File: config.mk
export PLATFORM = sky130hd
export DESIGN_NAME = gus_io_top
export DESIGN_NICKNAME = d
export VERILOG_FILES = /design/src/source/gus_io_pkg.sv /design/src/source/uart_tx.sv /design/src/source/uart_rx.sv /design/src/source/pwm_gen.sv /design/src/source/io_regs.sv /design/src/source/gus_io_top.sv
export VERILOG_INCLUDE_DIRS = /design/src /design/src/source
export SDC_FILE = /design/constraint.sdc
export NUM_CORES = 1
export LEC_CHECK = 0
export ABC_AREA = 1
export BUFFER_PORTS_ARGS = -buffer_cell sky130_fd_sc_hd__buf_2
export CORE_MARGIN = 5
export CORE_UTILIZATION = 50
export CTS_BUF_LIST = sky130_fd_sc_hd__clkbuf_8
export CTS_CLUSTER_SIZE = 10
export DETAILED_ROUTE_END_ITERATION = 10
export PLACE_DENSITY = 0.72
export RECOVER_POWER = 100
export SYNTH_ARGS = -nofsm -noshare
export SYNTH_HDL_FRONTEND = slang
export SYNTH_HIERARCHICAL = 1
export SYNTH_SLANG_ARGS = --single-unit
File: constraint.sdc
create_clock -name clk -period 3.3 [get_ports clk]
set_clock_uncertainty 0.15 [all_clocks]
set_input_delay 0.165 -clock clk [delete_from_list [all_inputs] [get_ports clk]]
set_output_delay 0.165 -clock clk [all_outputs]
set_load 0.005 [all_outputs]
File: src/source/gus_io_defs.svh
/*
 * GUS16 I/O block constants
 * Clock and baud rate, the UART bit divider, the PWM counter width
 * and the offsets of the registers in the I/O page.
 */

`ifndef GUS_IO_DEFS_SVH
`define GUS_IO_DEFS_SVH

// ------------------------------------------------------------
// Clocking and serial rate
// ------------------------------------------------------------
`define GUS_FCLK          24000000                                       // System clock in Hz
`define GUS_BAUD          115200                                         // Serial bit rate
`define GUS_UART_DIVIDER  ((`GUS_FCLK + (`GUS_BAUD / 2)) / `GUS_BAUD)    // Clocks per bit, rounded
`define GUS_PWM_BITS      8                                              // PWM counter width

// ------------------------------------------------------------
// Register offsets within the I/O page
// ------------------------------------------------------------
`define GUS_REG_IRQEN     3'd0  // Interrupt enable
`define GUS_REG_PFLAGS    3'd1  // Peripheral flags, PWM duty on write
`define GUS_REG_UART      3'd2  // UART data
`define GUS_REG_TIMER     3'd3  // Timer, not fitted
`define GUS_REG_GPIO      3'd4  // General purpose in/out
`define GUS_REG_SDCLR     3'd6  // Screen dirty clear

`endif

File: src/source/gus_io_pkg.sv
/*
 * GUS16 I/O block types
 * Bus word, UART byte, register offset and interrupt vector.
 */

package gus_io_pkg;

	// ------------------------------------------------------------
	// Bus side
	// ------------------------------------------------------------

	// 16-bit CPU data word
	typedef logic [15:0] word_t;

	// Offset of a register within the I/O page
	typedef logic [2:0] reg_addr_t;

	// Encoded interrupt source, lowest number wins
	typedef logic [1:0] irq_vec_t;

	// ------------------------------------------------------------
	// Peripheral side
	// ------------------------------------------------------------

	// UART payload, 8N1 frames
	typedef logic [7:0] byte_t;

endpackage

File: src/source/uart_tx.sv
/*
 * UART transmitter, 8 data bits, no parity, one stop bit
 * A write loads a start zero and the data into a shift register.
 * Ones are shifted in behind it so the line rests high when done.
 */

`include "gus_io_defs.svh"

module uart_tx #(
	parameter int DIVIDER = `GUS_UART_DIVIDER	// Clocks per bit
) (
	input  logic                clk,
	input  logic                reset,
	input  logic                tx_start,	// Accepted write of a byte
	input  gus_io_pkg::byte_t   tx_data,
	output logic                tx_ready,	// Idle, can take a byte
	output logic                txd
);

	localparam int DBITS = $clog2(DIVIDER);

	logic [DBITS-1:0] tx_div;	// Bit time divider
	logic             tx_wrap;	// End of a bit time
	logic [8:0]       tx_sh;	// Start + data, LSB on the line
	logic [3:0]       tx_bits;	// Bits left, 0 when idle

	assign tx_wrap = (tx_div == DBITS'(DIVIDER - 1));

	// ------------------------------------------------------------
	// Bit timing
	// ------------------------------------------------------------
	always_ff @(posedge clk or posedge reset) begin
		if (reset)
			tx_div <= '0;
		else if (tx_start || tx_wrap)
			tx_div <= '0;	// Realign on every new byte
		else
			tx_div <= tx_div + 1'b1;
	end

	// ------------------------------------------------------------
	// Shift register and bit counter
	// ------------------------------------------------------------
	always_ff @(posedge clk or posedge reset) begin
		if (reset) begin
			tx_sh   <= 9'h1FF;	// Line idles high
			tx_bits <= 4'd0;
		end else if (tx_start) begin
			tx_sh   <= {tx_data, 1'b0};	// Data plus start bit
			tx_bits <= 4'd10;	// Start, 8 data, stop
		end else if (tx_wrap) begin
			tx_sh <= {1'b1, tx_sh[8:1]};	// A one becomes the stop bit
			if (tx_bits != 4'd0)
				tx_bits <= tx_bits - 1'b1;
		end
	end

	assign txd      = tx_sh[0];
	assign tx_ready = (tx_bits == 4'd0);

endmodule

File: src/source/uart_rx.sv
/*
 * UART receiver, 8 data bits, one stop bit
 * The line is synchronized, the bit divider realigns on each edge
 * and samples near the middle of a bit. A frame is complete when the
 * start zero reaches the bottom of the shift register.
 */

`include "gus_io_defs.svh"

module uart_rx #(
	parameter int DIVIDER = `GUS_UART_DIVIDER	// Clocks per bit
) (
	input  logic                clk,
	input  logic                reset,
	input  logic                rxd,
	input  logic                rx_ack,	// Accepted read, clears flags
	output gus_io_pkg::byte_t   rx_data,
	output logic                rx_valid,
	output logic                rx_overrun,
	output logic                rx_frame_err
);

	import gus_io_pkg::*;

	localparam int DBITS = $clog2(DIVIDER);

	logic [1:0]       rx_sync;	// Two-flop synchronizer
	logic             rx_edge;
	logic [DBITS-1:0] rx_div;
	logic             rx_sample;	// Middle of a bit
	logic [9:0]       rx_sh;	// Stop, data, start
	logic             rx_done;	// Start bit reached bit0
	byte_t            rx_buf;	// Last received byte
	logic             rx_stop;	// Stop bit of that frame
	logic [1:0]       rx_hist;	// {overrun, valid}

	// ------------------------------------------------------------
	// Line sampling
	// ------------------------------------------------------------
	always_ff @(posedge clk or posedge reset) begin
		if (reset)
			rx_sync <= 2'b11;	// Idle line
		else
			rx_sync <= {rx_sync[0], rxd};
	end

	assign rx_edge   = rx_sync[1] ^ rx_sync[0];
	assign rx_sample = (rx_div == DBITS'(DIVIDER / 2 - 1));

	always_ff @(posedge clk or posedge reset) begin
		if (reset)
			rx_div <= '0;
		else if (rx_edge || (rx_div == DBITS'(DIVIDER - 1)))
			rx_div <= '0;	// Any edge realigns the bit phase
		else
			rx_div <= rx_div + 1'b1;
	end

	// ------------------------------------------------------------
	// Frame assembly
	// ------------------------------------------------------------
	assign rx_done = ~rx_sh[0];

	always_ff @(posedge clk or posedge reset) begin
		if (reset)
			rx_sh <= 10'h3FF;
		else if (rx_done)
			rx_sh <= 10'h3FF;	// Ready for the next start bit
		else if (rx_sample)
			rx_sh <= {rx_sync[1], rx_sh[9:1]};
	end

	always_ff @(posedge clk) begin
		if (rx_done)
			rx_buf <= rx_sh[8:1];
	end

	always_ff @(posedge clk or posedge reset) begin
		if (reset)
			rx_stop <= 1'b1;
		else if (rx_done)
			rx_stop <= rx_sh[9];
	end

	// Valid/overrun history, new frame wins over a read
	always_ff @(posedge clk or posedge reset) begin
		if (reset)
			rx_hist <= 2'b00;
		else if (rx_done)
			rx_hist <= {rx_hist[0], 1'b1};	// Second frame shifts valid into overrun
		else if (rx_ack)
			rx_hist <= 2'b00;
	end

	assign rx_data      = rx_buf;
	assign rx_valid     = rx_hist[0];
	assign rx_overrun   = rx_hist[1];
	assign rx_frame_err = ~rx_stop;	// Stop bit seen low

endmodule

File: src/source/pwm_gen.sv
/*
 * PWM generator
 * Free running counter with a period of 2^N - 1 clocks. The written
 * duty is copied into the active buffer at terminal count, so a new
 * value only takes effect on a whole period.
 */

`include "gus_io_defs.svh"

module pwm_gen (
	input  logic                     clk,
	input  logic                     reset,
	input  logic                     duty_wr,	// PFLAGS write, also clears flag
	input  logic [`GUS_PWM_BITS-1:0] duty,
	output logic                     pwm_out,
	output logic                     pwm_irq	// Period flag
);

	logic [`GUS_PWM_BITS-1:0] pwm_hold;	// Written duty
	logic [`GUS_PWM_BITS-1:0] pwm_buf;	// Duty for this period
	logic [`GUS_PWM_BITS-1:0] pwm_cnt;
	logic                     pwm_tc;	// Count is 2^N - 2
	logic                     pwm_zc;	// Count is zero

	assign pwm_tc = &pwm_cnt[`GUS_PWM_BITS-1:1];
	assign pwm_zc = (pwm_cnt == '0);

	// ------------------------------------------------------------
	// Duty buffers
	// ------------------------------------------------------------
	always_ff @(posedge clk or posedge reset) begin
		if (reset) begin
			pwm_hold <= '0;
			pwm_buf  <= '0;
		end else begin
			if (duty_wr)
				pwm_hold <= duty;
			if (pwm_tc)
				pwm_buf <= pwm_hold;	// Takes effect from next zero count
		end
	end

	// ------------------------------------------------------------
	// Counter, output and flag
	// ------------------------------------------------------------
	always_ff @(posedge clk or posedge reset) begin
		if (reset) begin
			pwm_cnt <= '0;
			pwm_out <= 1'b0;
			pwm_irq <= 1'b0;
		end else begin
			pwm_cnt <= pwm_tc ? '0 : pwm_cnt + 1'b1;
			if (pwm_cnt == pwm_buf)
				pwm_out <= 1'b0;	// Also keeps duty 0 low
			else if (pwm_zc)
				pwm_out <= 1'b1;
			if (pwm_zc)
				pwm_irq <= 1'b1;
			else if (duty_wr)
				pwm_irq <= 1'b0;
		end
	end

endmodule

File: src/source/io_regs.sv
/*
 * GUS16 I/O register file
 * Decodes the CPU bus, holds the UART transfer while the UART is not
 * ready, and keeps interrupt enable, GPO and the screen-dirty flag.
 * Interrupt sources go through a fixed priority encoder.
 */

`include "gus_io_defs.svh"

module io_regs (
	input  logic                     clk,
	input  logic                     reset,
	input  logic                     sel,
	input  logic                     we,
	input  gus_io_pkg::reg_addr_t    addr,
	input  gus_io_pkg::word_t        wdata,
	output gus_io_pkg::word_t        rdata,
	output logic                     stall,
	input  logic [6:0]               gpi,
	output logic                     gpo,
	output logic                     irq,
	output gus_io_pkg::irq_vec_t     irq_vector,
	output logic                     tx_start,
	output gus_io_pkg::byte_t        tx_data,
	input  logic                     tx_ready,
	output logic                     rx_ack,
	input  gus_io_pkg::byte_t        rx_data,
	input  logic                     rx_valid,
	input  logic                     rx_overrun,
	input  logic                     rx_frame_err,
	output logic                     duty_wr,
	output logic [`GUS_PWM_BITS-1:0] duty,
	input  logic                     pwm_irq
);

	import gus_io_pkg::*;

	localparam byte_t CTRL_C = 8'h03;

	logic       uart_sel;	// UART offset addressed
	logic       wr;	// Accepted write
	logic       rd;	// Accepted read
	logic [2:0] irq_en;
	logic [2:0] irq_src;	// {pwm, tx ready, rx valid}
	logic [2:0] irq_act;
	logic       dirty;	// Screen needs redraw
	logic       ctrl_c;

	// ------------------------------------------------------------
	// Bus handshake
	// ------------------------------------------------------------
	assign uart_sel = sel && (addr == `GUS_REG_UART);
	// Hold reads until a byte is in, writes until TX is free
	assign stall    = uart_sel && (we ? ~tx_ready : ~rx_valid);
	assign wr       = sel && we && !stall;
	assign rd       = sel && !we && !stall;

	// Peripheral strobes
	assign tx_start = wr && (addr == `GUS_REG_UART);
	assign tx_data  = wdata[7:0];
	assign rx_ack   = rd && (addr == `GUS_REG_UART);
	assign duty_wr  = wr && (addr == `GUS_REG_PFLAGS);
	assign duty     = wdata[`GUS_PWM_BITS-1:0];

	// ------------------------------------------------------------
	// Control registers
	// ------------------------------------------------------------
	always_ff @(posedge clk or posedge reset) begin
		if (reset) begin
			irq_en <= 3'b000;
			gpo    <= 1'b0;
			dirty  <= 1'b0;
		end else begin
			if (wr && (addr == `GUS_REG_IRQEN))
				irq_en <= wdata[2:0];
			if (wr && (addr == `GUS_REG_GPIO))
				gpo <= wdata[0];
			if (tx_start)
				dirty <= 1'b1;	// Console output touched the screen
			else if (wr && (addr == `GUS_REG_SDCLR))
				dirty <= 1'b0;
		end
	end

	// ------------------------------------------------------------
	// Interrupts
	// ------------------------------------------------------------
	assign irq_src = {pwm_irq, tx_ready, rx_valid};
	assign irq_act = irq_src & irq_en;
	assign irq     = |irq_act;

	always_comb begin
		if (irq_act[0])
			irq_vector = 2'd0;	// Receive first
		else if (irq_act[1])
			irq_vector = 2'd1;
		else if (irq_act[2])
			irq_vector = 2'd2;
		else
			irq_vector = 2'd3;	// No source
	end

	// ------------------------------------------------------------
	// Read mux
	// ------------------------------------------------------------
	assign ctrl_c = rx_valid && (rx_data == CTRL_C);	// Break from console

	always_comb begin
		case (addr)
			`GUS_REG_IRQEN:  rdata = {13'h0, irq_en};
			`GUS_REG_PFLAGS: rdata = {9'h0, ctrl_c, dirty, pwm_irq, rx_frame_err,
			                          rx_overrun, tx_ready, rx_valid};
			`GUS_REG_UART:   rdata = {8'h0, rx_data};
			`GUS_REG_TIMER:  rdata = 16'h0;	// Timer not fitted
			`GUS_REG_GPIO:   rdata = {8'h0, gpi, gpo};
			default:         rdata = 16'h0;
		endcase
	end

endmodule

File: src/source/gus_io_top.sv
/*
 * GUS16 peripheral block
 * CPU bus register file with UART, PWM, GPO and interrupt logic.
 */

`include "gus_io_defs.svh"

module gus_io_top (
	input  logic                  clk,
	input  logic                  reset,
	input  logic                  sel,
	input  logic                  we,
	input  gus_io_pkg::reg_addr_t addr,
	input  gus_io_pkg::word_t     wdata,
	output gus_io_pkg::word_t     rdata,
	output logic                  stall,
	input  logic                  rxd,
	output logic                  txd,
	input  logic [6:0]            gpi,
	output logic                  gpo,
	output logic                  pwm_out,
	output logic                  irq,
	output gus_io_pkg::irq_vec_t  irq_vector
);

	import gus_io_pkg::*;

	// UART transmit side
	logic  tx_start;
	byte_t tx_data;
	logic  tx_ready;

	// UART receive side
	logic  rx_ack;
	byte_t rx_data;
	logic  rx_valid;
	logic  rx_overrun;
	logic  rx_frame_err;

	// PWM
	logic                     duty_wr;
	logic [`GUS_PWM_BITS-1:0] duty;
	logic                     pwm_irq;

	// ------------------------------------------------------------
	// Register file
	// ------------------------------------------------------------
	io_regs u_io_regs (
		.clk          (clk),
		.reset        (reset),
		.sel          (sel),
		.we           (we),
		.addr         (addr),
		.wdata        (wdata),
		.rdata        (rdata),
		.stall        (stall),
		.gpi          (gpi),
		.gpo          (gpo),
		.irq          (irq),
		.irq_vector   (irq_vector),
		.tx_start     (tx_start),
		.tx_data      (tx_data),
		.tx_ready     (tx_ready),
		.rx_ack       (rx_ack),
		.rx_data      (rx_data),
		.rx_valid     (rx_valid),
		.rx_overrun   (rx_overrun),
		.rx_frame_err (rx_frame_err),
		.duty_wr      (duty_wr),
		.duty         (duty),
		.pwm_irq      (pwm_irq)
	);

	// ------------------------------------------------------------
	// Peripherals
	// ------------------------------------------------------------
	uart_tx #(.DIVIDER(`GUS_UART_DIVIDER)) u_uart_tx (
		.clk      (clk),
		.reset    (reset),
		.tx_start (tx_start),
		.tx_data  (tx_data),
		.tx_ready (tx_ready),
		.txd      (txd)
	);

	uart_rx #(.DIVIDER(`GUS_UART_DIVIDER)) u_uart_rx (
		.clk          (clk),
		.reset        (reset),
		.rxd          (rxd),
		.rx_ack       (rx_ack),
		.rx_data      (rx_data),
		.rx_valid     (rx_valid),
		.rx_overrun   (rx_overrun),
		.rx_frame_err (rx_frame_err)
	);

	pwm_gen u_pwm_gen (
		.clk     (clk),
		.reset   (reset),
		.duty_wr (duty_wr),
		.duty    (duty),
		.pwm_out (pwm_out),
		.pwm_irq (pwm_irq)
	);

endmodule

Word-level counts from Yosys, hierarchy flattened:

Cells that the tools add are included.

* bits in registers: 83
* input bits: 31
* output and inout port bits: 23
* word-level logic and storage cells: 90

* add/subtract/negate cells: 4
* equal/unequal tests: 11
* mux-type cells: 23
* bitwise gates (word level): 5
* reductions and logical operators: 29

Operators with widths (count)
* one-hot mux 8 bit (4 select lines): 1
* adder 8 x 1 -> 8 bit, second input constant: 3
* 2-to-1 mux 8 bit: 3
* 2-to-1 mux 10 bit: 2
* 2-to-1 mux 9 bit: 2
* equality test 8 bit, second input constant: 2
* logical AND 1 bit: 13
* 2-to-1 mux 4 bit: 3
* nonzero test 2 bit: 5
* equality test 8 x 2 -> 1 bit, second input constant: 1
* equality test 8 x 7 -> 1 bit, second input constant: 1
* equality test 8 bit: 1
* zero test 8 bit: 1
* 2-to-1 mux 1 bit: 8
* 2-to-1 mux 2 bit: 4
* AND reduction 7 bit: 1
* equality test 3 bit, second input constant: 2
* zero test 4 bit: 1
* nonzero test 4 bit: 1
* subtractor 4 x 1 -> 4 bit, second input constant: 1
* bitwise AND 3 bit: 1
* equality test 3 x 1 -> 1 bit, second input constant: 1
* equality test 3 x 2 -> 1 bit, second input constant: 1
* zero test 3 bit: 1
* other kinds (8): 12

Logic depth before layout (Yosys ltp):

* word-level depth: 9
* gate-level depth with buffers: 15
* gate-level depth less buffers: 15

By module:

Netlist, hierarchy kept.

Modules (own cells, without submodules)
* uart_rx: instances 1, cells an instance 137, area each 1320.0 um2
* pwm_gen: instances 1, cells an instance 154, area each 1248.7 um2
* uart_tx: instances 1, cells an instance 147, area each 1182.4 um2
* io_regs: instances 1, cells an instance 117, area each 742.0 um2

Worst setup path before layout:

OpenSTA, ideal clock, no wires.

* path kind: flip-flop to flip-flop
* start: reg u_uart_tx.tx_bits[0]
* end: reg u_pwm_gen.pwm_hold[0]
* setup time: 0.136 ns
* arrival time: 1.906 ns
* required time: 3.014 ns
* slack: 1.108 ns
* stages on the path, launching flop included: 13
* path buffers: 1
* path through: dfrtp_1 > inv_1 > ha_1 > nand2_1 > inv_1 > inv_1 > nand2_1 > nand2_1 > nand3_4 > inv_2 > nor3_1 > clkbuf_1 > o21ai_0

* cells in the longest elaborated chain, start to end: 7

RTL lines
* start: declaration: RTL line uart_tx.sv:25 `logic [3:0] tx_bits;`
* start signal: assignment: RTL line uart_tx.sv:54 `tx_bits <= tx_bits - 1'b1;`
* zero test 4 bit: RTL line uart_tx.sv:59 `assign tx_ready = (tx_bits == 4'd0);`
* net tx_ready: RTL line gus_io_top.sv:31 `logic tx_ready;`
* inverter 1 bit: RTL line io_regs.sv:54 `assign stall = uart_sel && (we ? ~tx_ready : ~rx_valid);`
* 2-to-1 mux 1 bit: RTL line io_regs.sv:54
* logical AND 1 bit: RTL line io_regs.sv:54
* net stall: RTL line gus_io_top.sv:16 `output logic stall,`
* zero test 1 bit: RTL line io_regs.sv:55 `assign wr = sel && we && !stall;`
* logical AND 1 bit: RTL line io_regs.sv:55
* logical AND 1 bit: RTL line io_regs.sv:62 `` assign duty_wr = wr && (addr == `GUS_REG_PFLAGS); ``
* net duty_wr: RTL line gus_io_top.sv:41 `logic duty_wr;`
* end signal: assignment: RTL line pwm_gen.sv:37 `pwm_hold <= duty;`
* end: declaration: RTL line pwm_gen.sv:19 `` logic [`GUS_PWM_BITS-1:0] pwm_hold; ``

The timed path passes the listed nets, and every way through them passes these cells.
A chain may end at the register's enable or synchronous reset.

Worst setup path in the final report:

* start: reg u_uart_tx.tx_bits[0]
* end: reg u_uart_tx.tx_sh[0]

* cells in the longest elaborated chain, start to end: 8
* elaborated cells between the ends (all ways): 9
* classes of those cells: 2 x mux; 1 x bitwise; 6 x reduce/logical

RTL lines
* zero test 4 bit (*): RTL line uart_tx.sv:59
* net tx_ready: RTL line gus_io_top.sv:31
* inverter 1 bit (*): RTL line io_regs.sv:54
* 2-to-1 mux 1 bit (*): RTL line io_regs.sv:54
* logical AND 1 bit (*): RTL line io_regs.sv:54
* zero test 1 bit (*): RTL line io_regs.sv:55
* logical AND 1 bit (*): RTL line io_regs.sv:55
* logical AND 1 bit (*): RTL line io_regs.sv:59 `` assign tx_start = wr && (addr == `GUS_REG_UART); ``
* net tx_start: RTL line gus_io_top.sv:29 `logic tx_start;`
* 2-to-1 mux 9 bit / nonzero test 2 bit (equally long branches)
* end signal: assignment: RTL line uart_tx.sv:49 `tx_sh <= {tx_data, 1'b0};`
* end signal: assignment: RTL line uart_tx.sv:52 `tx_sh <= {1'b1, tx_sh[8:1]};`
* end: declaration: RTL line uart_tx.sv:24 `logic [8:0] tx_sh;`

Mark *: on every way through the listed nets, which the timed path passes. The rest lies on a longest branch.

==> impl_metrics.tcl <==
set metrics [dict create \
    power.density_nw_per_um2 505 \
    startpoint "u_uart_tx/tx_bits[0]$_DFFE_PP0P_" \
    yosys_warnings 6 \
    netlist.area_leader.share_pct 29.5 \
    cts.sink_count 83 \
    min_period_ns 2.78 \
    crit_type "reg2reg" \
    leakage_nw 2.40 \
    worst_slew_pin_slew_ns 1.13 \
    max_freq_mhz 360 \
    grt_pass1_wl_um 15000 \
    period_share_pct 84.1 \
    cts-buffers-inserted 9 \
    drt_iter0_markers 146 \
    grt-ovfl-total 0 \
    synthCells 555 \
    wl_met2_um 4140 \
    placementRows 34 \
    crit_path_start_kind "flip-flop" \
    ant_nets 0 \
    avgSynthCellArea_um2 8.10 \
    regToRegEndpoint "u_uart_tx/tx_sh[0]$_DFFE_PP1P_" \
    clkLatencyLatePin_ns 0.35 \
    reg2reg_setup_slack_ns 0.52 \
    ys_top_cells_by_area "dfrtp_1 (30%), nand2_1 (14%), dfstp_2 (13%)" \
    synth_edf_count 8 \
    path_clk_slew_ns 0.09 \
    cts_max_path_buffers 2 \
    syn_area_um2 4490 \
    setup_tns_ns 0 \
    crit_end "u_uart_tx/tx_sh[0]$_DFFE_PP1P_" \
    final_cells 700 \
    grt_pass1_vias 3318 \
    wl_met3_um 410 \
    die-area_um2 11000 \
    wl_per_cell_um 12.3 \
    maxCapViolCount 0 \
    first_pass_iters 4 \
    vias 3468 \
    wl_um 8600 \
    ys_ff_latch 83 \
    place_hpwl_um 6320 \
    viasPerCell 4.95 \
    rsz0062_at_grt "false" \
    arrival_ns 2.91 \
    worst-path-max-fanout 21 \
    slew_viol_final 0 \
    vdd_drop_max_mv 0.379 \
    mostFrequentLayoutCell "nand2_1" \
    yosysTopAreaCell "dfrtp_1" \
    highest_layer "met4" \
    num_antenna_cells 0 \
    ys_async_sr_fraction_pct 90.4 \
    finalHoldViolations 0 \
    portBuffers 37 \
    ff2ff_path_depth 16 \
    core_um2 8720 \
    yosysUniqueCellTypes 37 \
    rr_startpoint "u_uart_tx/tx_bits[0]$_DFFE_PP0P_" \
    drive_gt1_share_pct 13.2 \
    area_growth_pct 6.88 \
    nFillCells 810 \
    synth_seq_area_share_pct 47.7 \
    h-tree-depth 3 \
    cts_tree "built" \
    status "finished clean" \
    hold_path_class "in2reg" \
    final_nets 624 \
    wl_met1_um 3970 \
    initial_utilization_pct 51.5 \
    die_h_um 105 \
    grt_max_degree 27 \
    die_w_um 105 \
    post-place-cells 674 \
    timing.final.ws_setup_ns 0.524 \
    io-pin-count 54 \
    antenna_found_initial 0 \
    cp-end-kind "flip-flop" \
    cp.required_ns 3.44 \
    slew-limit-headroom_pct 24.7 \
    cts_root_buffer "clkbuf_8" \
    final_cell_mix "nand2_1 (171), inv_1 (79), dfrtp_1 (53)" \
    post-cts-setup-buffers 0 \
    gr-usage-all-layers_pct 16.3 \
    place_ws_ns 0.614 \
    place.gp.congestion 0.862 \
    ys_dominant_reg_cell "dfrtp_1" \
    drc 0 \
    finalSetupViolCount 0 \
]
-- registers in the layout, indices dropped and copies added (netlist names), 2 cells and up --
signal	flops
u_uart_rx/rx_sh	10
u_uart_tx/tx_sh	9
u_pwm_gen/pwm_buf	8
u_pwm_gen/pwm_cnt	8
u_pwm_gen/pwm_hold	8
u_uart_rx/rx_data	8
u_uart_rx/rx_div	8
u_uart_tx/tx_div	8
u_uart_tx/tx_bits	4
u_io_regs/irq_en	3
u_uart_rx/rx_hist	2
u_uart_rx/rx_sync	2
-- worst min path at each step --
stage,start,end,slack [ns],depth (start not counted)
after floorplan,reset,u_io_regs/dirty$_DFFE_PP0P_,-0.21,1
after global placement,reset,u_io_regs/irq_en[0]$_DFFE_PP0P_,-0.04,2
after detailed placement,reset,u_io_regs/irq_en[0]$_DFFE_PP0P_,-0.03,2
after CTS,we,u_uart_rx/rx_hist[0]$_DFFE_PP0P_,0.05,3
after global routing,we,u_uart_rx/rx_hist[0]$_DFFE_PP0P_,0.06,3
final,addr[0],u_io_regs/irq_en[1]$_DFFE_PP0P_,0.06,4
-- cell type report --
type | instances | area [um2] | area share (%)
clock inverter | 6 | 90.1 | 1.88
timing repair buffer | 49 | 285 | 5.94
sequential | 83 | 2140 | 44.7
tap | 108 | 135 | 2.81
multi-input combinational | 362 | 1700 | 35.4
inverter | 82 | 308 | 6.41
clock buffer | 10 | 138 | 2.87
-- layer usage --
layer | GRT usage, % | vias to the layer above
li1 | - | 1765
met1 | 22.0 | 1628
met2 | 26.0 | 66
met3 | 4.87 | 9
met4 | 4.11 | 0
met5 | 0 | -
-- cell families (layout without fill, tap and decap cells) --
kind of cell	Yosys count	count (layout)	share of synthesized area (%)
DFF	83	83	47.7
adders and majority gates	6	6	1.67
buffers and inverters	117	147	13.0
xor gates and xnor gates	5	5	0.975
AOI/OAI and AO/OA	46	46	6.68
and+or+nand+nor	297	297	29.9
other	1	8	0.0835
-- cells in the mapped netlist, types with 2 or more instances --
master     number
nand2_2        11
inv_1          75
nand4_1        10
o21bai_1        2
dfstp_2        22
nor2_4          4
edfxtp_1        8
inv_2           7
buf_6           5
buf_4          25
xor2_1          4
buf_2           2
clkbuf_1        2
nor2_1         45
o2111ai_1       2
nand2_1       169
nor3_2          3
nand3_1        40
ha_1            6
o21ai_2        14
dfrtp_1        53
nor3_1          6
a21oi_1         5
o21ai_0        21
nand3_2         2
-- per-stage QoR --
stage | hold WS, ns | instance area (um2) | total power, mW | utilization, %
after floorplan | -0.206 | 4520 | 1.56 | -
after global placement | -0.0362 | 4580 | 1.64 | 52.5
after detailed placement | -0.0290 | 4580 | 1.65 | 52.5
after CTS | 0.0464 | 4910 | 2.49 | 56.3
after global routing | 0.0643 | 4800 | 2.59 | 55.1
final | 0.0605 | 4800 | 2.43 | 55.1
-- power breakdown --
group          switching (mW)  total (mW)  internal [mW]  leakage (nW)
logic                   0.226       0.360          0.133          1.30
clock network           0.362       0.810          0.448         0.118
registers              0.0853        1.26           1.17         0.987
-- worst max-delay path: stages, from the launching register on --
cell and delay, ns:
dfrtp_1 0.35, inv_1 0.09, ha_1 0.21, nand2_1 0.15
inv_1 0.08, inv_1 0.08, nand2_1 0.05, nand2_1 0.10
nand3_4 0.12, nand3_1 0.13, inv_1 0.05, buf_4 0.17
inv_1 0.32, nand2_2 0.35, inv_1 0.18, nand2_1 0.08
nand2_1 0.07
-- timing repair --
item                                   4_1_cts  5_1_grt
gates resized for setup                      0        0
hold buffers                                10        0
endpoints found under the hold margin       69        0
No activity file was read; power rests on OpenSTA's default activity.
